[src/rtl/ddr_pkg.sv]
`default_nettype none

package ddr_pkg;

	// field widths with a meaning of their own
	typedef logic [11:0] regf_addr_t;   // register file address
	typedef logic [4:0]  dev_index_t;   // device table index
	typedef logic [6:0]  target_addr_t; // dynamic address on the bus
	typedef logic [4:0]  stall_cnt_t;   // scl stall length in scl cycles
	typedef logic [7:0]  byte_t;        // special data byte to the serializer

	// one state per field of the ddr frame
	typedef enum logic [4:0] {
		IDLE,
		CMD_PRE,      // command preamble
		RW_BIT,
		SEVEN_ZEROS,
		ADDRESS,
		PARITY,       // command or data parity, told apart by the data phase flag
		ACK_PRE,      // write only, controller hands sda to target
		ACK_WAIT,
		DATA_BYTE1,
		DATA_BYTE2,
		PAD_ZEROS,    // zero byte after an odd last byte
		DATA_PRE,
		ABORT_BIT,
		CRC_PRE1,
		CRC_PRE2,
		CRC_TOKEN,
		CRC_VALUE,
		ERROR,
		RESTART,
		EXIT
	} frame_state_e;

	// serializer modes, encodings fixed by the phy
	typedef enum logic [3:0] {
		SPECIAL_PRE     = 4'd0,
		SER_ADDRESS     = 4'd1,
		ONE_PRE         = 4'd2,
		SEVEN_ZEROS_TX  = 4'd3,
		CALC_PARITY     = 4'd4,
		ZERO_PRE        = 4'd6,
		SER_BYTE        = 4'd7,
		TOKEN_CRC       = 4'd12,
		CRC_VALUE_TX    = 4'd13,
		EXIT_PATTERN    = 4'd14,
		RESTART_PATTERN = 4'd15
	} tx_mode_e;

	// deserializer modes
	typedef enum logic [2:0] {
		PREAMBLE     = 3'd0,
		CHECK_CRC    = 3'd2,
		DESER_BYTE   = 3'd3,
		RX_ERROR     = 3'd4,
		CHECK_PARITY = 3'd6,
		CHECK_TOKEN  = 3'd7
	} rx_mode_e;

	// codes reported to the register file, gaps are codes this engine never raises
	typedef enum logic [3:0] {
		SUCCESS        = 4'd0,
		CRC_ERR        = 4'd1,
		PARITY_ERR     = 4'd2,
		FRAME_ERR      = 4'd3,
		NACK_ERR       = 4'd5,
		SHORT_READ_ERR = 4'd7,
		BUS_ABORT_ERR  = 4'd9
	} err_code_e;

	localparam regf_addr_t   WR_BASE_ADDR       = 12'd1;   // first byte sent on a write
	localparam regf_addr_t   RD_BASE_ADDR       = 12'd10;  // first byte stored on a read
	localparam regf_addr_t   PAD_ADDR           = 12'd999; // location holding the zero pad byte
	localparam target_addr_t TARGET_ADDR_OFFSET = 7'd8;
	localparam stall_cnt_t   RESTART_STALL      = 5'd10;
	localparam stall_cnt_t   EXIT_STALL         = 5'd16;

endpackage

`default_nettype wire

[src/rtl/ddr_frame_fsm.sv]
`default_nettype none

module ddr_frame_fsm
(
	input  wire                   i_sys_clk,
	input  wire                   i_sys_rst,
	input  wire                   i_engine_en,
	input  wire                   i_tx_mode_done,
	input  wire                   i_rx_mode_done,
	input  wire                   i_rx_pre,
	input  wire                   i_rx_error,
	input  wire                   i_frmcnt_last,
	input  wire                   i_regf_toc,        // 0 restart, 1 exit
	input  wire                   i_regf_short_read,
	input  wire                   i_regf_wr_rd_bit,  // 0 write, 1 read
	output ddr_pkg::frame_state_e o_state,
	output logic                  o_data_phase,
	output ddr_pkg::err_code_e    o_regf_error_type,
	output logic                  o_regf_abort
);

	import ddr_pkg::*;

	frame_state_e next_state;
	frame_state_e end_state;  // tail pattern once the frame is over
	logic         field_done; // current field finished on either side
	logic         err_hit;
	err_code_e    err_code;
	logic         abort_hit;

	assign field_done = i_tx_mode_done | i_rx_mode_done;
	assign end_state  = i_regf_toc ? EXIT : RESTART;

	always_comb
	begin
		next_state = o_state;  // hold until the phy reports the field done
		err_hit    = 1'b0;
		err_code   = SUCCESS;
		abort_hit  = 1'b0;
		case (o_state)
			IDLE:
				if (i_engine_en)
					next_state = CMD_PRE;
			CMD_PRE:
				if (i_tx_mode_done)
					next_state = RW_BIT;
			RW_BIT:
				if (i_tx_mode_done)
					next_state = SEVEN_ZEROS;
			SEVEN_ZEROS:
				if (i_tx_mode_done)
					next_state = ADDRESS;
			ADDRESS:
				if (i_tx_mode_done)
					next_state = PARITY;
			PARITY:
			begin
				if (field_done)
				begin
					if (!o_data_phase)  // command parity
						next_state = i_regf_wr_rd_bit ? DATA_PRE : ACK_PRE;
					else if (!i_regf_wr_rd_bit)
						next_state = i_frmcnt_last ? CRC_PRE1 : DATA_PRE;
					else if (i_rx_error)  // bad parity on read data
					begin
						next_state = ERROR;
						err_hit    = 1'b1;
						err_code   = PARITY_ERR;
					end
					else
						next_state = DATA_PRE;
				end
			end
			ACK_PRE:
				if (i_tx_mode_done)
					next_state = ACK_WAIT;
			ACK_WAIT:
			begin
				if (i_rx_mode_done)
				begin
					if (!i_rx_pre)
						next_state = DATA_BYTE1;  // ack is a low preamble
					else
					begin
						next_state = ERROR;
						err_hit    = 1'b1;
						err_code   = NACK_ERR;
					end
				end
			end
			// a high last flag in the first byte means the word carries only this byte
			DATA_BYTE1:
				if (field_done)
					next_state = i_frmcnt_last ? PAD_ZEROS : DATA_BYTE2;
			DATA_BYTE2, PAD_ZEROS:
				if (field_done)
					next_state = PARITY;
			DATA_PRE:
			begin
				if (field_done)
				begin
					if (!i_regf_wr_rd_bit || i_rx_pre)
						next_state = ABORT_BIT;  // another word offered
					else if (!i_frmcnt_last && i_regf_short_read)
					begin
						next_state = ERROR;  // target stopped before the last word
						err_hit    = 1'b1;
						err_code   = SHORT_READ_ERR;
					end
					else
						next_state = CRC_PRE2;  // target moves on to the crc word
				end
			end
			ABORT_BIT:
			begin
				if (field_done)
				begin
					// target pulls the bit low on a write, controller stops a read at the end
					if ((!i_regf_wr_rd_bit && !i_rx_pre) || (i_regf_wr_rd_bit && i_frmcnt_last))
					begin
						next_state = ERROR;
						err_hit    = 1'b1;
						err_code   = BUS_ABORT_ERR;
						abort_hit  = 1'b1;
					end
					else
						next_state = DATA_BYTE1;
				end
			end
			CRC_PRE1:
				if (field_done)
					next_state = CRC_PRE2;
			CRC_PRE2:
			begin
				if (field_done)
				begin
					if (i_regf_wr_rd_bit && !i_rx_pre)
					begin
						next_state = ERROR;
						err_hit    = 1'b1;
						err_code   = FRAME_ERR;
					end
					else
						next_state = CRC_TOKEN;
				end
			end
			CRC_TOKEN:
			begin
				if (field_done)
				begin
					if (i_regf_wr_rd_bit && i_rx_error)  // wrong token from target
					begin
						next_state = ERROR;
						err_hit    = 1'b1;
						err_code   = FRAME_ERR;
					end
					else
						next_state = CRC_VALUE;
				end
			end
			CRC_VALUE:
			begin
				if (field_done)
				begin
					if (i_regf_wr_rd_bit && i_rx_error)
					begin
						next_state = ERROR;
						err_hit    = 1'b1;
						err_code   = CRC_ERR;
					end
					else
						next_state = end_state;
				end
			end
			ERROR:
				if (i_rx_mode_done)  // phy has released the bus
					next_state = end_state;
			RESTART, EXIT:
				if (i_tx_mode_done)
					next_state = IDLE;
			default:
				next_state = IDLE;
		endcase
	end

	always_ff @(posedge i_sys_clk or negedge i_sys_rst)
	begin
		if (!i_sys_rst)
		begin
			o_state           <= IDLE;
			o_data_phase      <= 1'b0;
			o_regf_error_type <= SUCCESS;
			o_regf_abort      <= 1'b0;
		end
		else
		begin
			o_state      <= next_state;
			o_regf_abort <= abort_hit;  // single cycle, taken with the state change
			if (o_state == IDLE && i_engine_en)
				o_regf_error_type <= SUCCESS;  // fresh transfer
			else if (err_hit)
				o_regf_error_type <= err_code;
			if (o_state == IDLE)
				o_data_phase <= 1'b0;
			else if (o_state == DATA_BYTE2 || o_state == PAD_ZEROS)
				o_data_phase <= 1'b1;  // later parities cover data
		end
	end

endmodule

`default_nettype wire

[src/rtl/ddr_phy_ctrl.sv]
`default_nettype none

module ddr_phy_ctrl
(
	input  wire ddr_pkg::frame_state_e i_state,
	input  wire                        i_data_phase,
	input  wire                        i_regf_wr_rd_bit,  // 0 write, 1 read
	input  wire                        i_frmcnt_last,
	input  wire                        i_regf_toc,
	input  wire ddr_pkg::dev_index_t   i_regf_dev_index,
	input  wire                        i_tx_mode_done,
	output logic                       o_tx_en,
	output ddr_pkg::tx_mode_e          o_tx_mode,
	output logic                       o_rx_en,
	output ddr_pkg::rx_mode_e          o_rx_mode,
	output logic                       o_regf_rd_en,
	output logic                       o_regf_wr_en,
	output ddr_pkg::byte_t             o_tx_special_data,
	output logic                       o_sclstall_en,
	output ddr_pkg::stall_cnt_t        o_sclstall_no_of_cycles,
	output logic                       o_engine_done
);

	import ddr_pkg::*;

	logic rd; // read transfer

	assign rd = i_regf_wr_rd_bit;

	always_comb
	begin
		o_tx_en                 = 1'b0;
		o_tx_mode               = SPECIAL_PRE;
		o_rx_en                 = 1'b0;
		o_rx_mode               = PREAMBLE;
		o_regf_rd_en            = 1'b0;
		o_regf_wr_en            = 1'b0;
		o_tx_special_data       = '0;
		o_sclstall_en           = 1'b0;
		o_sclstall_no_of_cycles = '0;
		o_engine_done           = 1'b0;
		case (i_state)
			CMD_PRE:
			begin
				o_tx_en   = 1'b1;
				o_tx_mode = SPECIAL_PRE;
			end
			RW_BIT:
			begin
				o_tx_en   = 1'b1;
				o_tx_mode = rd ? ONE_PRE : ZERO_PRE;  // the bit itself
			end
			SEVEN_ZEROS:
			begin
				o_tx_en   = 1'b1;
				o_tx_mode = SEVEN_ZEROS_TX;
			end
			ADDRESS:
			begin
				o_tx_en           = 1'b1;
				o_tx_mode         = SER_ADDRESS;
				o_tx_special_data = byte_t'(target_addr_t'(i_regf_dev_index) + TARGET_ADDR_OFFSET);
			end
			PARITY:
			begin
				if (rd && i_data_phase)  // target sends parity of read data
				begin
					o_rx_en   = 1'b1;
					o_rx_mode = CHECK_PARITY;
				end
				else
				begin
					o_tx_en   = 1'b1;
					o_tx_mode = CALC_PARITY;
				end
			end
			ACK_PRE:
			begin
				o_tx_en   = 1'b1;
				o_tx_mode = ONE_PRE;
			end
			ACK_WAIT:
			begin
				o_rx_en   = 1'b1;
				o_rx_mode = PREAMBLE;
			end
			DATA_BYTE1, DATA_BYTE2, PAD_ZEROS:
			begin
				if (rd)
				begin
					o_rx_en      = 1'b1;
					o_rx_mode    = DESER_BYTE;
					o_regf_wr_en = (i_state != PAD_ZEROS);  // pad byte is not stored
				end
				else
				begin
					o_tx_en      = 1'b1;
					o_tx_mode    = SER_BYTE;
					o_regf_rd_en = 1'b1;
				end
			end
			DATA_PRE, CRC_PRE2:
			begin
				if (rd)
				begin
					o_rx_en   = 1'b1;
					o_rx_mode = PREAMBLE;
				end
				else
				begin
					o_tx_en   = 1'b1;
					o_tx_mode = ONE_PRE;
				end
			end
			ABORT_BIT:
			begin
				if (rd)
				begin
					o_tx_en   = 1'b1;
					o_tx_mode = i_frmcnt_last ? ZERO_PRE : ONE_PRE;  // low bit stops the target
				end
				else
				begin
					o_rx_en   = 1'b1;
					o_rx_mode = PREAMBLE;
				end
			end
			CRC_PRE1:
			begin
				o_tx_en   = 1'b1;
				o_tx_mode = ZERO_PRE;
			end
			CRC_TOKEN:
			begin
				o_tx_en   = !rd;
				o_tx_mode = TOKEN_CRC;
				o_rx_en   = rd;
				o_rx_mode = CHECK_TOKEN;
			end
			CRC_VALUE:
			begin
				o_tx_en   = !rd;
				o_tx_mode = CRC_VALUE_TX;
				o_rx_en   = rd;
				o_rx_mode = CHECK_CRC;
			end
			ERROR:
			begin
				o_rx_en   = 1'b1;
				o_rx_mode = RX_ERROR;
			end
			RESTART, EXIT:
			begin
				o_tx_en                 = 1'b1;
				o_tx_mode               = (i_state == EXIT) ? EXIT_PATTERN : RESTART_PATTERN;
				o_sclstall_en           = !i_tx_mode_done;  // released with the pattern
				o_sclstall_no_of_cycles = i_regf_toc ? EXIT_STALL : RESTART_STALL;
				o_engine_done           = (i_state == EXIT) && i_tx_mode_done;
			end
			default:
				o_tx_en = 1'b0;
		endcase
	end

endmodule

`default_nettype wire

[src/rtl/ddr_regf_addr_gen.sv]
`default_nettype none

module ddr_regf_addr_gen
(
	input  wire                        i_sys_clk,
	input  wire                        i_sys_rst,
	input  wire ddr_pkg::frame_state_e i_state,
	input  wire                        i_regf_wr_rd_bit,  // 0 write, 1 read
	input  wire                        i_tx_mode_done,
	input  wire                        i_rx_mode_done,
	output ddr_pkg::regf_addr_t        o_regf_addr
);

	import ddr_pkg::*;

	logic field_done;

	assign field_done = i_tx_mode_done | i_rx_mode_done;

	always_ff @(posedge i_sys_clk or negedge i_sys_rst)
	begin
		if (!i_sys_rst)
			o_regf_addr <= '0;
		else
		begin
			case (i_state)
				ACK_PRE:
					if (i_tx_mode_done && !i_regf_wr_rd_bit)
						o_regf_addr <= WR_BASE_ADDR;  // ready as ack_wait starts
				// command parity is always sent, data parity on a read is checked
				PARITY:
					if (i_tx_mode_done && i_regf_wr_rd_bit)
						o_regf_addr <= RD_BASE_ADDR;
				DATA_BYTE1, DATA_BYTE2:
					if (field_done)
						o_regf_addr <= o_regf_addr + regf_addr_t'(1);  // next byte
				PAD_ZEROS:
					if (!i_regf_wr_rd_bit)
						o_regf_addr <= PAD_ADDR;  // zero byte for the odd tail
				default:
					o_regf_addr <= o_regf_addr;
			endcase
		end
	end

endmodule

`default_nettype wire

[src/rtl/ddr_engine.sv]
`default_nettype none

module ddr_engine
(
	input  wire                      i_sys_clk,
	input  wire                      i_sys_rst,
	input  wire                      i_engine_en,
	input  wire                      i_regf_toc,        // 0 restart, 1 exit
	input  wire ddr_pkg::dev_index_t i_regf_dev_index,
	input  wire                      i_regf_short_read,
	input  wire                      i_regf_wr_rd_bit,  // 0 write, 1 read
	input  wire                      i_tx_mode_done,
	input  wire                      i_rx_mode_done,
	input  wire                      i_rx_pre,
	input  wire                      i_rx_error,
	input  wire                      i_frmcnt_last,
	output wire                      o_tx_en,
	output ddr_pkg::tx_mode_e        o_tx_mode,
	output wire                      o_rx_en,
	output ddr_pkg::rx_mode_e        o_rx_mode,
	output wire                      o_regf_rd_en,
	output wire                      o_regf_wr_en,
	output ddr_pkg::regf_addr_t      o_regf_addr,
	output ddr_pkg::byte_t           o_tx_special_data,
	output wire                      o_sclstall_en,
	output ddr_pkg::stall_cnt_t      o_sclstall_no_of_cycles,
	output wire                      o_engine_done,
	output ddr_pkg::err_code_e       o_regf_error_type,
	output wire                      o_regf_abort
);

	import ddr_pkg::*;

	frame_state_e state;      // current frame field
	logic         data_phase; // command over, parity now covers data

	ddr_frame_fsm u_frame_fsm (
		.i_sys_clk         (i_sys_clk),
		.i_sys_rst         (i_sys_rst),
		.i_engine_en       (i_engine_en),
		.i_tx_mode_done    (i_tx_mode_done),
		.i_rx_mode_done    (i_rx_mode_done),
		.i_rx_pre          (i_rx_pre),
		.i_rx_error        (i_rx_error),
		.i_frmcnt_last     (i_frmcnt_last),
		.i_regf_toc        (i_regf_toc),
		.i_regf_short_read (i_regf_short_read),
		.i_regf_wr_rd_bit  (i_regf_wr_rd_bit),
		.o_state           (state),
		.o_data_phase      (data_phase),
		.o_regf_error_type (o_regf_error_type),
		.o_regf_abort      (o_regf_abort)
	);

	ddr_phy_ctrl u_phy_ctrl (
		.i_state                 (state),
		.i_data_phase            (data_phase),
		.i_regf_wr_rd_bit        (i_regf_wr_rd_bit),
		.i_frmcnt_last           (i_frmcnt_last),
		.i_regf_toc              (i_regf_toc),
		.i_regf_dev_index        (i_regf_dev_index),
		.i_tx_mode_done          (i_tx_mode_done),
		.o_tx_en                 (o_tx_en),
		.o_tx_mode               (o_tx_mode),
		.o_rx_en                 (o_rx_en),
		.o_rx_mode               (o_rx_mode),
		.o_regf_rd_en            (o_regf_rd_en),
		.o_regf_wr_en            (o_regf_wr_en),
		.o_tx_special_data       (o_tx_special_data),
		.o_sclstall_en           (o_sclstall_en),
		.o_sclstall_no_of_cycles (o_sclstall_no_of_cycles),
		.o_engine_done           (o_engine_done)
	);

	// address only follows the state, the done pulses and the direction
	ddr_regf_addr_gen u_regf_addr_gen (
		.i_sys_clk        (i_sys_clk),
		.i_sys_rst        (i_sys_rst),
		.i_state          (state),
		.i_regf_wr_rd_bit (i_regf_wr_rd_bit),
		.i_tx_mode_done   (i_tx_mode_done),
		.i_rx_mode_done   (i_rx_mode_done),
		.o_regf_addr      (o_regf_addr)
	);

endmodule

`default_nettype wire

[config.mk]
export PLATFORM = sky130hd
export DESIGN_NAME = ddr_engine
export DESIGN_NICKNAME = d
export VERILOG_FILES = /design/src/rtl/ddr_pkg.sv /design/src/rtl/ddr_frame_fsm.sv /design/src/rtl/ddr_phy_ctrl.sv /design/src/rtl/ddr_regf_addr_gen.sv /design/src/rtl/ddr_engine.sv
export SDC_FILE = /design/constraint.sdc
export NUM_CORES = 1
export LEC_CHECK = 0
export ABC_AREA = 0
export BUFFER_PORTS_ARGS = -buffer_cell sky130_fd_sc_hd__buf_4
export CORE_MARGIN = 2
export CORE_UTILIZATION = 55
export CTS_BUF_LIST = sky130_fd_sc_hd__clkbuf_4 sky130_fd_sc_hd__clkbuf_8 sky130_fd_sc_hd__clkbuf_16
export CTS_CLUSTER_SIZE = 10
export DETAILED_ROUTE_END_ITERATION = 7
export GPL_TIMING_DRIVEN = 0
export PLACE_DENSITY = 0.79
export SLEW_MARGIN = 10
export SYNTH_ARGS = -nofsm -noshare
export SYNTH_HDL_FRONTEND = slang
export SYNTH_HIERARCHICAL = 1
export SYNTH_SLANG_ARGS = --single-unit
[constraint.sdc]
create_clock -name i_sys_clk -period 2.95 [get_ports i_sys_clk]
set_clock_uncertainty 0.2 [all_clocks]
set_input_delay 0.1475 -clock i_sys_clk [delete_from_list [all_inputs] [get_ports i_sys_clk]]
set_output_delay 0.1475 -clock i_sys_clk [all_outputs]
set_load 0.02 [all_outputs]
==> Yosys cells after proc, flatten, opt, wreduce, memory -nomap -nowiden <==
Index checks and enable logic that the tools add are counted.
{ "word_totals": {"out_inout_bits": 43, "elab_cells": 184, "reg_bits": 23, "in_bits": 16} }
{ "classes": {"n_bitwise": 1, "add_sub_neg": 2, "reduce_logical": 32, "muxes": 102, "n_eq_ne": 42} }
{ "op_table": {"columns": ["operator", "count"], "rows": [
  ["$mux W5", 29],
  ["$pmux W5 S18", 1],
  ["$mux W4", 15],
  ["$mux W12", 4],
  ["$pmux W12 S4", 1],
  ["$pmux W4 S12", 1],
  ["$eq A5 B4 Y1 const B", 8],
  ["$mux W1", 31],
  ["$pmux W4 S7", 1],
  ["$mux W3", 8],
  ["$ne A2 B1 Y1 const B", 11],
  ["$ne A2 B2 Y1 const B", 11],
  ["$eq A5 B3 Y1 const B", 4],
  ["$eq A5 B5 Y1 const B", 4],
  ["$reduce_and A18 Y1", 1],
  ["$pmux W3 S5", 1],
  ["$add A12 B1 Y12 const B", 1],
  ["$mux W2", 6],
  ["$reduce_or A2 Y1", 6],
  ["$eq A5 B2 Y1 const B", 2],
  ["$logic_and A1 B1 Y1", 10],
  ["$pmux W1 S5", 2],
  ["$mux W8", 1],
  ["$reduce_or A8 Y1", 1],
  ["other kinds (13)", 19]
]} }

==> Longest topological paths before layout <==
{ "depth": {"ltp_word": 8, "ltp_mapped": 7, "mapped_depth_nobuf": 6} }

==> Cells and area by module <==
Netlist, hierarchy kept.
{ "modules_own_cells": {"columns": ["mod", "n_inst", "cells_per_inst", "area_each_um2", "seq_area_each_um2"], "rows": [
  ["ddr_regf_addr_gen", 1, 120, 1104.8, 300.3],
  ["ddr_frame_fsm", 1, 138, 1062.3, 275.3],
  ["ddr_phy_ctrl", 1, 89, 543.0, 0.0]
]} }

==> Worst setup path after synthesis <==
OpenSTA, ideal clock, no wires.
{ "synth_timing": {"path_type": "reg2reg", "startpoint": "register u_frame_fsm.o_state[1]", "endpoint": "register u_frame_fsm.o_state[0]", "required_ns": 2.625, "period_less_slack_ns": 2.174, "slack_ns": 0.776, "path_stages_with_launch": 7, "arrival_time_ns": 1.849, "n_path_buf": 1, "setup_ns": 0.125, "path_cell_list": "dfrtp_1 > buf_4 > or2_4 > nor4_1 > a32o_1 > a221o_2 > mux2_2"} }
{ "synth_via": {"elab_chain_len": 4, "word_cells_on_any_way": 42, "cone_classes": "eq/ne (37); mux (1); reduce/logical (4)"} }
{ "synth_rtl": {"columns": ["item", "line", "text"], "rows": [
  ["from (decl)", "ddr_frame_fsm.sv:16", "output ddr_pkg::frame_state_e o_state,"],
  ["from (signal assigned)", "ddr_frame_fsm.sv:197", "o_state <= next_state;"],
  ["$eq A5 B4 Y1 / $eq A5 B5 Y1 (equally long branches)", "ddr_frame_fsm.sv:40", "case (o_state)"],
  ["$reduce_or A2 Y1", "ddr_frame_fsm.sv:40", null],
  ["$ne A2 B1 Y1 (no line) / $ne A2 B2 Y1 (equally long branches)", null, null],
  ["$reduce_and A18 Y1 (no line)", null, null]
]} }
Parallel ways exist; a longest one is shown, timed or not.
A chain may end at the register's enable or synchronous reset.

==> Worst setup path after layout <==
{ "layout_timing": {"startpoint": "register u_frame_fsm.o_state[1]", "endpoint": "register u_frame_fsm.o_regf_error_type[2]"} }
{ "layout_via": {"elab_chain_len": 4, "word_cells_on_any_way": 15, "cone_classes": "eq/ne (7); mux (4); reduce/logical (4)"} }
{ "layout_rtl": {"columns": ["item", "line", "text"], "rows": [
  ["$eq A5 B5 Y1 (tied with other cells)", "ddr_frame_fsm.sv:40", null],
  ["$pmux W4 S7 / $reduce_or A2 Y1 (equally long branches)", null, null],
  ["$mux W4 / $pmux W1 S6 (equally long branches)", "ddr_frame_fsm.sv:201, ddr_frame_fsm.sv:40", null],
  ["$mux W4 / $reduce_bool A2 Y1 (equally long branches)", null, null],
  ["to (signal assigned)", "ddr_frame_fsm.sv:202", "o_regf_error_type <= err_code;"],
  ["to (decl)", "ddr_frame_fsm.sv:18", "output ddr_pkg::err_code_e o_regf_error_type,"]
]} }
Parallel ways exist; a longest one is shown, timed or not. The select of a mux whose other input is x is not followed.

==> impl_metrics.csv <==
group,metric,value,unit
outcome,status,"finished, final reports clean",
yosys,synth_top_area_cell,"dfrtp_1",
worst_setup_path,ff2ff_path_depth,6,
final_layout,n_antenna_cell,0,
job,maxCapViolations,0,
grt,grt_overflow_total,0,
drt,drt_first_pass_iters,6,
floorplan,pin_count,59,
drt,wl,7.78,mm
cts,clkTransAtPathRegs,0.09,ns
pwr,combPwrFrac,0.744,
pwr,p_int,1500,µW
pwr,power_switching,1640,µW
drt,routed-via-count,3053,
cts,root_buffer,"clkbuf_8",
yosys,yosysMostFrequentCell,"nor2_1",
yosys,yosys_warnings,6,
placement,place.gp.congestion,0.921,
placement,hpwl,5.85,mm
yosys,synth_area_leaders,"dfrtp_1, nor2_1, a21oi_1",
grt,grt_use_total,0.288,
placement,io_buffers,54,
drt,drt.antenna.violating_nets,0,
sta,holdWs,0.0613,ns
sta,period_share,0.890,
worst_setup_path,worstSetupPathType,"reg -> reg",
sta,setup_viol,0,
worst_setup_path,worstReg2RegStart,"u_frame_fsm/o_state[1]",
floorplan,die_height,74.2,µm
pwr,swShare,0.522,
drt,viasPerCell,6.40,
yosys,synth_cell_types,80,
final_layout,utilization,0.694,
yosys,synthCells,347,
cts,cts_tree,"yes",
grt,grt_max_degree,24,
yosys,ys_async_sr_fraction,1.00,
sta,post-route-min-period,2.63,ns
yosys,synth_common_cells,"nor2_1, nand2_1, a21oi_1",
cts,insertion_delay,0.26,ns
floorplan,dieWidth,74.2,µm
pwr,finalPower,3140,µW
yosys,synth_area,2710,µm²
yosys,syn-mean-instance-area,7.81,µm²
final_layout,drive_above_1_share,0.278,
worst_setup_path,regToRegSetupSlack,0.32,ns
grt,antenna_found_initial,0,
sta,rsz0062_at_grt,"false",
hold_path,worstHoldStart,"i_rx_mode_done",
final_layout,final_nets,429,
yosys,yosys_register_bits,23,
drt,drt_iter0_markers,219,
floorplan,die-area,5500,µm²
cts,clock-sinks,23,
cts,clk_path_buf_depth,2,
worst_setup_path,required,2.88,ns
yosys,synth_ff_type,"dfrtp_1",
drt,wire_per_inst,16.3,µm
worst_setup_path,arrival,2.56,ns
drt,drc,0,
pwr,ir_worst_vdd,0.504,mV
pwr,power_density,959,nW/µm²
yosys,yosysTopAreaCellShare,0.212,
worst_setup_path,start_kind,"flip-flop",
hold_path,whs_path_depth,3,
sta,fmaxAchievable,381,MHz
sta,setup_tns,0,ns
hold_path,holdPathEnd,"u_frame_fsm/o_regf_error_type[2]",
floorplan,coreArea,4720,µm²
sta,tightest_slew,0.644,ns
sta,hold_violations,0,
cts,cts_setup_buffers,0,
grt,grt_pass1_vias,2749,
pwr,p_leak,0.00138,µW
sta,relSlewSlack,0.566,
final_layout,syn_to_final_growth,20.9,%
cts,numCtsBuffers,3,
sta,slew_viol_final,0,
worst_setup_path,rr_endpoint,"u_frame_fsm/o_regf_error_type[2]",
yosys,synth-edff-count,0,
worst_setup_path,crit_fanout,12,
grt,grt_pass1_wl,12.8,mm
floorplan,start_util,0.574,
yosys,yosysSeqAreaShare,0.212,
pwr,clkPwrFrac,0.062,
pwr,power.share.sequential,0.194,
worst_setup_path,endpoint_kind,"flip-flop",
hold_path,hp-class,"in -> reg",
floorplan,rows,25,
cts,htree_levels,1,
-- flip-flops by register name, summed over array words and instances, names as in the netlist --
register / cells
u_regf_addr_gen/o_regf_addr: 12
u_frame_fsm/o_state: 5
u_frame_fsm/o_regf_error_type: 4
u_frame_fsm/o_data_phase: 1
u_frame_fsm/o_regf_abort: 1
-- worst max-delay path, stage by stage, from the launching register on --
cell and delay, ns:
dfrtp_1 0.61, buf_4 0.25, nand2_1 0.20, nor4_1 0.64, a311oi_1 0.18, a21oi_1 0.29, o22ai_1 0.13
-- layer usage --
layer  wire, µm  track usage  vias to the layer above
li1           -            -                     1431
met1       3280        0.377                     1428
met2       3820        0.490                      172
met3        529       0.0217                       22
met4        150        0.119                        0
met5          0            0                        -
-- power by group through the flow --
stage	Sequential (µW)	Clock [µW]	Combinational, µW
after floorplan	619	0	1650
after global placement	606	0	2260
after detailed placement	614	0	2280
after CTS	608	198	2290
after global routing	632	219	2510
final	611	194	2340
-- cell type report --
type	instances	area, µm²
plain buffers	26	174
clock buffers	3	41.3
clock inverters	1	5.00
fillers	412	1450
inverters	11	41.3
multi-input cells	290	1930
flip-flops and latches	23	576
well taps	67	83.8
repair buffers	56	425
-- stage by stage --
stage                     worst slack, ns  cell area [µm²]  cells
after floorplan                     0.776             2720    350
after global routing                0.162             3280    477
after detailed placement            0.381             3210    471
after global placement              0.401             3210    471
final                               0.324             3280    477
after CTS                           0.378             3280    477
-- cell usage in the layout, fill, tap and decap left out, types with 6 or more instances in the layout --
master     n
and2_1     7
nor2_1    34
inv_1     11
buf_4     62
nand3_1   10
o22ai_1   12
nor4_1     6
nor3_1    10
nand2_1   29
buf_2     13
a21oi_1   25
mux2_2     6
nor2b_1   14
nand2b_1  14
dfrtp_1   23
o21ai_0   20
-- repair_timing --
| item | in CTS | in global routing |
|---|---|---|
| hold buffers | 2 | 0 |
| resized for setup | 0 | 0 |
| endpoints found under the hold margin | 24 | 0 |
| setup endpoints to repair | 0 | 0 |
-- cell families after synthesis --
family          Yosys count  synth area share
compound gates          118             0.322
xor+xnor                  2            0.0134
fa+ha+maj                 2           0.00923
buf+inv                  37            0.0794
flops                    23             0.212
mux                       6            0.0249
other cells               1           0.00138
simple gates            158             0.337
-- how the worst max path moves through the flow --
| stage | slack (ns) | startpoint | to | depth (start not counted) |
|---|---|---|---|---|
| 3_5_place_dp | 0.38 | u_frame_fsm/o_state[1] | u_frame_fsm/o_regf_error_type[2] | 6 |
| 2_1_floorplan | 0.78 | u_frame_fsm/o_state[1] | u_frame_fsm/o_state[0] | 6 |
| 3_3_place_gp | 0.40 | u_frame_fsm/o_state[1] | u_frame_fsm/o_regf_error_type[2] | 6 |
| 6_report | 0.32 | u_frame_fsm/o_state[1] | u_frame_fsm/o_regf_error_type[2] | 6 |
| 5_1_grt | 0.16 | u_frame_fsm/o_state[1] | u_frame_fsm/o_regf_error_type[2] | 6 |
| 4_1_cts | 0.38 | u_frame_fsm/o_state[1] | u_frame_fsm/o_regf_error_type[2] | 6 |
No activity file was read; power rests on OpenSTA's default activity.
